## src/common/fetch_settings.svh

```systemverilog
`ifndef FETCH_SETTINGS_SVH
`define FETCH_SETTINGS_SVH

// first fetch address after reset
`define RESET_PC 32'h8000_0000

// instruction memory size in 32-bit words
`define IMEM_DEPTH 256

// word index width; pc bits [IMEM_AW+1:2] select the word
`define IMEM_AW $clog2(`IMEM_DEPTH)

// index wraps, so any pc maps into the array

`endif

```

## src/common/fetch_pkg.sv

```systemverilog
package fetch_pkg;

    // rv32i major opcodes, bits [6:0]
    localparam logic [6:0] opc_alu    = 7'b0110011;
    localparam logic [6:0] opc_alui   = 7'b0010011;
    localparam logic [6:0] opc_load   = 7'b0000011;
    localparam logic [6:0] opc_store  = 7'b0100011;
    localparam logic [6:0] opc_branch = 7'b1100011;
    localparam logic [6:0] opc_jal    = 7'b1101111;
    localparam logic [6:0] opc_jalr   = 7'b1100111;
    localparam logic [6:0] opc_lui    = 7'b0110111;
    localparam logic [6:0] opc_auipc  = 7'b0010111;

    // the six rv32 layouts, msb first
    typedef struct packed {
        logic [6:0] funct7;
        logic [4:0] rs2;
        logic [4:0] rs1;
        logic [2:0] funct3;
        logic [4:0] rd;
        logic [6:0] opcode;
    } r_fmt_t;

    typedef struct packed {
        logic [11:0] imm_11_0;
        logic [4:0]  rs1;
        logic [2:0]  funct3;
        logic [4:0]  rd;
        logic [6:0]  opcode;
    } i_fmt_t;

    typedef struct packed {
        logic [6:0] imm_11_5;
        logic [4:0] rs2;
        logic [4:0] rs1;
        logic [2:0] funct3;
        logic [4:0] imm_4_0;
        logic [6:0] opcode;
    } s_fmt_t;

    typedef struct packed {
        logic       imm_12;     // sign bit
        logic [5:0] imm_10_5;
        logic [4:0] rs2;
        logic [4:0] rs1;
        logic [2:0] funct3;
        logic [3:0] imm_4_1;
        logic       imm_11;
        logic [6:0] opcode;
    } b_fmt_t;

    typedef struct packed {
        logic [19:0] imm_31_12;
        logic [4:0]  rd;
        logic [6:0]  opcode;
    } u_fmt_t;

    typedef struct packed {
        logic       imm_20;     // sign bit
        logic [9:0] imm_10_1;
        logic       imm_11;
        logic [7:0] imm_19_12;
        logic [4:0] rd;
        logic [6:0] opcode;
    } j_fmt_t;

    // one instruction word, every format view over the same bits
    typedef union packed {
        logic [31:0] word;
        r_fmt_t      r;
        i_fmt_t      i;
        s_fmt_t      s;
        b_fmt_t      b;
        u_fmt_t      u;
        j_fmt_t      j;
    } inst_u;

    // nine classes need four bits
    typedef enum logic [3:0] {
        op_alu, op_alui, op_load, op_store, op_branch,
        op_jal, op_jalr, op_upper, op_other
    } op_class_e;

    // fetch fsm states
    typedef enum logic [1:0] {
        fs_idle, fs_data, fs_wait_ready
    } fetch_state_e;

    typedef struct packed {
        logic [31:0] pc;
        logic [31:0] inst;
        op_class_e   cls;
        logic [4:0]  rd;
        logic [4:0]  rs1;
        logic [4:0]  rs2;
        logic [2:0]  funct3;
        logic [31:0] imm;       // sign extended
        logic        redirect;  // static taken
    } dec_rec_t;

endpackage

```

## src/ifu/ifu.sv

```systemverilog
`timescale 1ns/1ps
`include "fetch_settings.svh"

// fetch unit with the pc register and the idle / data / wait_ready machine
// one instruction in flight at a time
module ifu import fetch_pkg::*; (
    input  logic                clk,
    input  logic                rst,
    input  logic                fready,     // decode can take finst
    input  logic                jump_en,    // combinational redirect from decode
    input  logic [31:0]         jump_pc,
    output logic                rd_en,
    output logic [`IMEM_AW-1:0] rd_addr,
    input  logic [31:0]         rd_data,    // valid one cycle after rd_en
    output logic                fvalid,
    output logic [31:0]         fpc,
    output logic [31:0]         finst
);

    fetch_state_e state;
    fetch_state_e state_nxt;
    logic [31:0]  pc;
    logic [31:0]  pc_nxt;
    logic         xfer;

    assign xfer = fvalid & fready;  // handshake completes this cycle

    // jump_en only matters on the transfer cycle
    assign pc_nxt = jump_en ? jump_pc : pc + 32'd4;

    always_ff @(posedge clk) begin
        if (rst) begin
            state <= fs_idle;
        end else begin
            state <= state_nxt;
        end
    end

    always_comb begin
        state_nxt = state;
        case (state)
            fs_idle: begin
                state_nxt = fs_data;        // read issued this cycle
            end
            fs_data: begin
                state_nxt = fs_wait_ready;  // rd_data captured at the edge
            end
            fs_wait_ready: begin
                if (fready) begin
                    state_nxt = fs_idle;
                end
            end
            default: begin
                state_nxt = fs_idle;
            end
        endcase
    end

    // read is issued only from idle and never in reset
    assign rd_en   = (state == fs_idle) & ~rst;
    assign rd_addr = pc[`IMEM_AW+1:2];      // word index wraps

    // pc moves only on transfer so fpc holds while fvalid
    always_ff @(posedge clk) begin
        if (rst) begin
            pc <= `RESET_PC;
        end else if (xfer) begin
            pc <= pc_nxt;
        end
    end

    always_ff @(posedge clk) begin
        if (rst) begin
            fvalid <= 1'b0;
        end else if (state == fs_data) begin
            fvalid <= 1'b1;
        end else if (xfer) begin
            fvalid <= 1'b0;     // dropped as we return to idle
        end
    end

    // payload register
    always_ff @(posedge clk) begin
        if (state == fs_data) begin
            finst <= rd_data;
        end
    end

    assign fpc = pc;

endmodule

```

## config.mk

```make
export PLATFORM = sky130hd
export DESIGN_NAME = ifu
export DESIGN_NICKNAME = d
export VERILOG_FILES = /design/src/common/fetch_pkg.sv /design/src/ifu/ifu.sv
export VERILOG_INCLUDE_DIRS = /design/src /design/src/common
export SDC_FILE = /design/constraint.sdc
export NUM_CORES = 1
export LEC_CHECK = 0
export BUFFER_PORTS_ARGS = -buffer_cell sky130_fd_sc_hd__buf_2
export CAP_MARGIN = 40
export CORE_UTILIZATION = 45
export DETAILED_ROUTE_END_ITERATION = 8
export PLACE_DENSITY_LB_ADDON = 0.3
export REMOVE_ABC_BUFFERS = 1
export SYNTH_ARGS = -nofsm -noshare
export SYNTH_HDL_FRONTEND = slang
export SYNTH_SLANG_ARGS = --single-unit
```

## constraint.sdc

```tcl
create_clock -name clk -period 4.2 [get_ports clk]
set_clock_uncertainty 0.15 [all_clocks]
set_input_delay 0.63 -clock clk [delete_from_list [all_inputs] [get_ports clk]]
set_output_delay 0.63 -clock clk [all_outputs]
set_load 0.05 [all_outputs]
```

==> flow_summary.json, run 1 <==
{
  "ys_ff_latch": 67,
  "synth-xor-area-share_pct": 0,
  "clkTransAtPathRegs_ns": 0.08,
  "vdd_drop_max_mv": 0.191,
  "drcViolationCount": 0,
  "synth_top_cells_by_count": "nand2_1 (42), dfxtp_1 (35), edfxtp_1 (32)",
  "rsz0062_at_grt": "false",
  "cts-resized-gates": 0,
  "dr.first_iter.drc_count": 137,
  "worstSetupPathType": "register to register",
  "ys_top_cells_by_area": "edfxtp_1 (31%), dfxtp_1 (22%), nand2_1 (5.0%)",
  "post-cts-setup-buffers": 0,
  "max_clock_freq_mhz": 434,
  "ant_nets": 0,
  "grt_pass1_vias": 2670,
  "dr.pass1.iters": 5,
  "finalCritPeriodShare_pct": 54.9,
  "die_x_um": 85.7,
  "syn2layout_area_growth_pct": 31.9,
  "rows": 30,
  "yosysSeqAreaShare_pct": 52.8,
  "seqCellArea_um2": 1660,
  "synth_compound_area_share_pct": 17.2,
  "cts_root_buf": "clkbuf_8",
  "fin_setup_tns_ns": 0,
  "antenna_found_initial": 0,
  "n_fill_cell": 620,
  "worstPathRequired_ns": 4.32,
  "place_congestion": 0.836,
  "hold_buffers": 0,
  "arrival_ns": 2.43,
  "outcome": "completed",
  "initial_utilization_pct": 46.4,
  "yosys.area.top_type": "edfxtp_1",
  "setup_viol": 0,
  "port_buffers": 141,
  "synth.most_common_cell": "nand2_1",
  "place_inst": 541,
  "multi_input_area_um2": 1320,
  "worst_pin_slew_ns": 0.870,
  "synthSimpleGateAreaFrac_pct": 22.3,
  "power_density_nw_per_um2": 419,
  "avgSynthCellArea_um2": 9.57,
  "synth.distinct_cells": 46,
  "synthMuxAreaShare_pct": 1.95,
  "netlist.area_leader.share_pct": 30.5,
  "fin_cells": 557,
  "routed_wl_mm": 8.29,
  "vias": 3035,
  "clock_latency_ns": 0.34,
  "netlist_area_um2": 3150,
  "hold_violations": 0,
  "drive_gt1_share_pct": 36.2,
  "synth_top_family_by_area": "simple AND/OR/NAND/NOR gates",
  "dp_hpwl_mm": 5.73,
  "synth_fa_ha_area_share_pct": 0.397,
  "cp_max_fo": 12,
  "htree_num_levels": 3,
  "core_um2": 6790,
  "grt_overflow": 0,
  "slew_viol_final": 0,
  "grt_max_degree": 37,
  "nets": 525,
  "wire_per_inst_um": 14.9,
  "worst_setup_path_end_kind": "register",
  "synth-edff-count": 32,
  "die_height_um": 85.7,
  "n_antenna_cell": 0,
  "via_per_inst": 5.45,
  "r2r_setup_slack_ns": 1.90,
  "cts_tree": "built",
  "cts.sinks": 67,
  "holdCritPathClass": "primary input to register",
  "slew_headroom_pct": 42.0,
  "fin_crit_ns": 2.31,
  "crit_path_start_kind": "register",
  "dieArea_um2": 7340,
  "grt_pass1_wl_mm": 13.1,
  "grt_use_total_pct": 22.9,
  "synth_top_flop_cell": "dfxtp_1",
  "clk_path_buf_depth": 2,
  "total_leakage_power_nw": 1.71,
  "yosys_warnings": 0,
  "io_pins": 142,
  "synthCells": 329,
  "timing.max_cap.violations": 0,
  "cts_buffers": 9,
  "synthArstFlopShare_pct": 0
}
per-stage QoR:
| step | power [mW] | util [%] | hold WS, ns | area, um^2 | worst slack [ns] |
|---|---|---|---|---|---|
| 4_1_cts | 1.75 | 61.2 | 0.292 | 4160 | 1.91 |
| 6_report | 1.74 | 61.2 | 0.303 | 4160 | 1.90 |
| 2_1_floorplan | 0.943 | - | 0.283 | 3000 | 1.05 |
| 3_3_place_gp | 1.04 | 56.9 | 0.294 | 3860 | 1.98 |
| 3_5_place_dp | 1.05 | 57.3 | 0.297 | 3890 | 1.90 |
| 5_1_grt | 1.81 | 61.2 | 0.279 | 4160 | 1.72 |
final timing paths:
path,from,endpoint,cells after the start
max reg2reg,fpc[3]$_SDFFE_PP0P_,fpc[24]$_SDFFE_PP0P_,7
min reg2reg,fpc[0]$_SDFFE_PP0P_,fpc[0]$_SDFFE_PP0P_,2
max,fpc[3]$_SDFFE_PP0P_,fpc[24]$_SDFFE_PP0P_,7
min,rd_data[26],finst[26]$_DFFE_PP_,1
state kept, by name (all words and copies together) (netlist names):
name    flops
finst      32
fpc        32
state       2
fvalid      1
cells in the final DEF, fill, tap and decap left out, types with 3 or more instances in the layout:
cell,synthesis,layout
a22o_1,4,4
o21ai_0,16,16
a221oi_1,3,3
a31oi_1,13,13
or4_1,3,3
nand4_1,10,10
nand3_1,25,25
a22oi_1,6,6
nand2_1,42,42
buf_4,8,5
inv_1,5,5
o41ai_1,3,3
nor4_1,3,3
and4_1,6,6
mux2i_1,5,5
and3_1,6,6
and2_1,3,3
nor3_1,10,10
buf_2,3,141
bufinv_16,0,4
clkbuf_8,0,9
dfxtp_1,35,35
a21oi_1,14,14
edfxtp_1,32,32
or3_1,3,3
a32o_1,3,3
o31ai_1,7,7
nor2_1,18,18
critical path: stages (launching register included):
cell     delay (ns)
dfxtp_1        0.44
ha_1           0.28
nand4_2        0.15
nor4_2         0.32
buf_4          0.22
nand4_1        0.11
or4_1          0.40
a31oi_1        0.16
cell families after synthesis:
family | count (synthesis)
buffers and inverters | 36
adders and majority gates | 1
AOI/OAI and AO/OA | 81
and+or+nand+nor | 138
DFF | 67
muxes | 6
final cells by class:
type | instances | share of cell area [%]
inverters | 5 | 0.452
repair buffers | 147 | 18.5
multi-input cells | 226 | 31.7
well taps | 96 | 2.89
flip-flops and latches | 67 | 40.0
clock inverters | 6 | 3.31
clock buffers | 10 | 3.07
report_power, final:
| group | internal [mW] | total [mW] | switching (mW) |
|---|---|---|---|
| Combinational | 0.0746 | 0.282 | 0.207 |
| Clock | 0.457 | 0.709 | 0.252 |
| Sequential | 0.726 | 0.749 | 0.0232 |
metal layers:
metal | global-route usage, % | routed length [um] | up-vias
met2 | 35.6 | 3720 | 135
met4 | 8.94 | 145 | 0
li1 | - | - | 1497
met3 | 5.77 | 632 | 12
met1 | 30.8 | 3790 | 1391
met5 | 0 | 0 | -
(Power assumes the default switching activity.)
==> inputs of run 2 (changes only) <==
- CORE_UTILIZATION: 45 -> 42
- clock period: 4.2 -> 2 ns (I/O delays scaled with it)
==> flow_summary.json, run 2 (synthesis gave the netlist of run 1 again) <==
{
  "outcome": "completed",
  "n_antenna_cell": 0,
  "nets": 590,
  "arrival_ns": 2.10,
  "crit_path_start_kind": "register",
  "via_per_inst": 5.42,
  "cts_root_buf": "clkbuf_8",
  "setup_ws_ns": 0.0123,
  "fin_area_um2": 4730,
  "routed_wl_mm": 10.0,
  "regToRegStartpoint": "fpc[3]$_SDFFE_PP0P_",
  "clock_latency_ns": 0.34,
  "hold_slack_ns": 0.0137,
  "grt_pass1_wl_mm": 15.1,
  "dr.pass1.iters": 4,
  "worstPathRequired_ns": 2.11,
  "vdd_drop_max_mv": 0.372,
  "wire_per_inst_um": 16.0,
  "holdCritPathClass": "primary input to register",
  "rows": 31,
  "worst_setup_path_end_kind": "register",
  "worst_pin_slew_ns": 0.470,
  "grt_overflow": 0,
  "hold_violations": 0,
  "fin_crit_ns": 1.99,
  "n_fill_cell": 577,
  "dp_slack_ns": -0.0689,
  "r2r_setup_slack_ns": 0.01,
  "final_cell_mix": "buf_2 (141), nand2_1 (42), buf_4 (41), dfxtp_1 (33), edfxtp_1 (32)",
  "grt_max_degree": 33,
  "total_leakage_power_nw": 2.03,
  "min_from": "rd_data[11]",
  "r2r.worst_path.cells": 6,
  "dp_hpwl_mm": 6.51,
  "r2r_end": "fpc[24]$_SDFFE_PP0P_",
  "max_clock_freq_mhz": 503,
  "die_x_um": 88.6,
  "slew_headroom_pct": 68.6,
  "worstSetupPathType": "register to register",
  "htree_num_levels": 3,
  "dr.first_iter.drc_count": 168,
  "vias": 3390,
  "die_height_um": 88.6,
  "io_pins": 142,
  "drcViolationCount": 0,
  "place_area_um2": 4110,
  "hold-path-endpoint": "finst[11]$_DFFE_PP_",
  "antenna_found_initial": 0,
  "grt_pass1_vias": 3163,
  "setup_viol": 0,
  "clk_path_buf_depth": 2,
  "cts.sinks": 67,
  "finalCritPeriodShare_pct": 99.4,
  "grt_use_total_pct": 25.2,
  "clkTransAtPathRegs_ns": 0.08,
  "cp_max_fo": 3,
  "fin_util_pct": 65.3,
  "rsz0062_at_grt": "true",
  "cts_buffers": 9,
  "place_congestion": 0.836,
  "ant_nets": 0,
  "final_common_cell": "buf_2",
  "cts_tree": "built",
  "initial_utilization_pct": 43.4,
  "dieArea_um2": 7850,
  "drive_gt1_share_pct": 39.5,
  "slew_viol_final": 0,
  "syn2layout_area_growth_pct": 50.3,
  "core_um2": 7250,
  "port_buffers": 141,
  "power_density_nw_per_um2": 765,
  "hold_depth": 1,
  "timing.max_cap.violations": 0
}
[run 2: area by class of cell]
cell class / count / area [um^2] / share of cell area [%]
Sequential cell: 67 / 1670 / 35.2
Multi-Input combinational cell: 226 / 1370 / 28.9
Timing Repair Buffer: 212 / 1310 / 27.8
Clock buffer: 10 / 128 / 2.70
Tap cell: 99 / 124 / 2.62
Clock inverter: 6 / 115 / 2.43
Inverter: 5 / 18.8 / 0.397
[run 2: metrics by stage]
stage	setup TNS (ns)	cells	total power, mW
floorplan	-15.96	298	1.98
global placement	-0.00303	575	2.21
detailed placement	-0.0908	575	2.22
CTS	0	621	3.62
global route	-0.108	625	3.75
finish	0	625	3.62
[run 2: worst max path at each step]
stage,startpoint,endpoint,cells past startpoint
floorplan,fpc[3]$_SDFFE_PP0P_,fpc[24]$_SDFFE_PP0P_,6
global placement,fpc[2]$_SDFFE_PP0P_,fpc[24]$_SDFFE_PP0P_,6
detailed placement,fpc[2]$_SDFFE_PP0P_,fpc[24]$_SDFFE_PP0P_,6
CTS,fpc[2]$_SDFFE_PP0P_,fpc[14]$_SDFFE_PP0P_,6
global route,fpc[3]$_SDFFE_PP0P_,fpc[24]$_SDFFE_PP0P_,6
finish,fpc[3]$_SDFFE_PP0P_,fpc[24]$_SDFFE_PP0P_,6
[run 2: metal layers]
| layer | vias to the layer above | part of all wire [%] | global-route usage, % |
|---|---|---|---|
| met4 | 0 | 1.4 | 8.06 |
| met1 | 1585 | 41 | 30.9 |
| met2 | 171 | 49 | 44.3 |
| met3 | 13 | 8.9 | 5.32 |
| li1 | 1621 | - | - |
| met5 | - | 0 | 0 |
[run 2: critical path: stages (launching register included)]
cell and delay (ns):
dfxtp_2 0.37, ha_4 0.15, nand4_4 0.14, nor4_4 0.37, nand4_1 0.15, or4_1 0.42
a31oi_1 0.17
[run 2: report_power, final]
group	switching, mW	leakage [nW]	internal (mW)
Combinational	0.468	1.33	0.213
Clock	0.541	0.117	0.833
Sequential	0.0424	0.586	1.52
Total	1.05	2.03	2.57
[run 2: repair_timing]
| item | CTS | global route |
|---|---|---|
| pin swaps | 1 | 5 |
| setup buffers | 0 | 4 |
| hold buffers | 30 | 0 |
| setup endpoints to repair | 4 | 10 |
| endpoints found under the hold margin | 30 | 0 |
| gates resized for setup | 1 | 10 |
==> inputs of run 3 (changes only) <==
- BUFFER_PORTS_ARGS: -buffer_cell sky130_fd_sc_hd__buf_2 -> default
- CORE_UTILIZATION: 42 -> 45
- DONT_BUFFER_PORTS: default -> 1
==> flow_summary.json, run 3 (synthesis gave the netlist of run 1 again) <==
{
  "clock_latency_ns": 0.34,
  "clk_path_buf_depth": 2,
  "via_per_inst": 5.88,
  "total_leakage_power_nw": 1.52,
  "fin_crit_ns": 1.90,
  "setup_viol": 0,
  "place_inst": 441,
  "worst_setup_path_end_kind": "register",
  "place_area_um2": 3480,
  "cts.sinks": 67,
  "crit_path_start_kind": "register",
  "comb_power_share_pct": 11.4,
  "outcome": "completed",
  "syn2layout_area_growth_pct": 34.1,
  "fin_cells": 499,
  "slew_viol_final": 0,
  "timing.max_cap.violations": 0,
  "worst_pin_slew_ns": 0.514,
  "swShare_pct": 28.4,
  "cts_buffers": 9,
  "grt_pass1_vias": 2727,
  "antenna_found_initial": 0,
  "drive_gt1_share_pct": 18.9,
  "wire_per_inst_um": 18.0,
  "internal-power_mw": 2.50,
  "finalCritPeriodShare_pct": 95.2,
  "cts_tree": "built",
  "dr.pass1.iters": 4,
  "cts_root_buf": "clkbuf_8",
  "rsz0062_at_grt": "true",
  "worstPathRequired_ns": 2.12,
  "n_antenna_cell": 0,
  "initial_utilization_pct": 46.4,
  "io_pins": 142,
  "dp_hpwl_mm": 5.56,
  "rows": 30,
  "fin_area_um2": 4220,
  "drcViolationCount": 0,
  "nets": 467,
  "holdCritPathClass": "primary input to register",
  "cp_max_fo": 7,
  "final_common_cell": "buf_4",
  "seqPwrFrac_pct": 49.8,
  "dr.first_iter.drc_count": 142,
  "vias": 2935,
  "die_x_um": 85.7,
  "ant_nets": 0,
  "slew_headroom_pct": 65.7,
  "hold_violations": 0,
  "port_buffers": 0,
  "dieArea_um2": 7340,
  "p_clk_share_pct": 38.9,
  "grt_use_total_pct": 24.6,
  "total_power_mw": 3.49,
  "fin_util_pct": 62.2,
  "htree_num_levels": 3,
  "core_um2": 6790,
  "p_sw_mw": 0.991,
  "grt_max_degree": 54,
  "routed_wl_mm": 8.99,
  "worstSetupPathType": "register to register",
  "clkTransAtPathRegs_ns": 0.08,
  "final_cell_mix": "buf_4 (44), nand2_1 (42), dlygate4sd3_1 (41), edfxtp_1 (32), dfxtp_1 (32)",
  "vdd_drop_max_mv": 0.430,
  "max_clock_freq_mhz": 525,
  "grt_overflow": 0,
  "arrival_ns": 2.02,
  "grt_pass1_wl_mm": 13.9,
  "place_congestion": 0.830,
  "die_height_um": 85.7,
  "power_density_nw_per_um2": 826
}
run 3: repair_timing:
| item | 4_1_cts | 5_1_grt |
|---|---|---|
| gates resized for setup | 2 | 15 |
| setup endpoints to repair | 4 | 11 |
| pin swaps | 1 | 5 |
| hold endpoints to repair | 63 | 0 |
| setup buffers | 0 | 0 |
| hold buffers | 42 | 0 |
run 3: metrics by stage:
stage               hold slack [ns]  setup TNS, ns  setup slack [ns]
finish                       0.0134              0            0.0963
global route                 0.0127        -0.0500           -0.0248
CTS                         0.00504              0            0.0660
detailed placement            0.225        -0.0111          -0.00600
global placement              0.223              0            0.0729
floorplan                     0.219         -15.96             -1.15
run 3: worst paths after layout:
path	slack, ns	cells after the start	from	to
max	0.1	6	fpc[9]$_SDFFE_PP0P_	fpc[24]$_SDFFE_PP0P_
min	0.01	2	jump_pc[14]	fpc[14]$_SDFFE_PP0P_
max reg2reg	0.1	6	fpc[9]$_SDFFE_PP0P_	fpc[24]$_SDFFE_PP0P_
min reg2reg	0.33	1	state[0]$_SDFFE_PP0P_	state[0]$_SDFFE_PP0P_
run 3: layer usage:
layer  track usage, %  part of all wire [%]  wire, um
met5                0                     0         0
met4             10.0                   1.9       173
met2             40.8                    48      4310
met3             6.54                   7.6       687
met1             30.3                    43      3820
run 3: power by group through the flow:
stage | registers [mW] | logic, mW | clock network (mW)
2_1_floorplan | 1.86 | 0.117 | 0
5_1_grt | 1.75 | 0.427 | 1.43
3_3_place_gp | 1.76 | 0.305 | 0
4_1_cts | 1.73 | 0.393 | 1.37
6_report | 1.74 | 0.396 | 1.36
3_5_place_dp | 1.77 | 0.310 | 0
run 3: cell type report:
type | count | area (um^2)
Multi-Input combinational cell | 226 | 1370
Inverter | 5 | 18.8
Fill cell | 571 | 2570
Clock buffer | 9 | 124
Timing Repair Buffer | 89 | 803
Clock inverter | 7 | 116
Sequential cell | 67 | 1670
Tap cell | 96 | 120
run 3: critical path, stage by stage (launching register included):
cell	delay, ns
dfxtp_1	0.33
buf_4	0.15
nand3_1	0.12
nor4_4	0.35
nand4_1	0.14
or4_1	0.41
a31oi_1	0.18
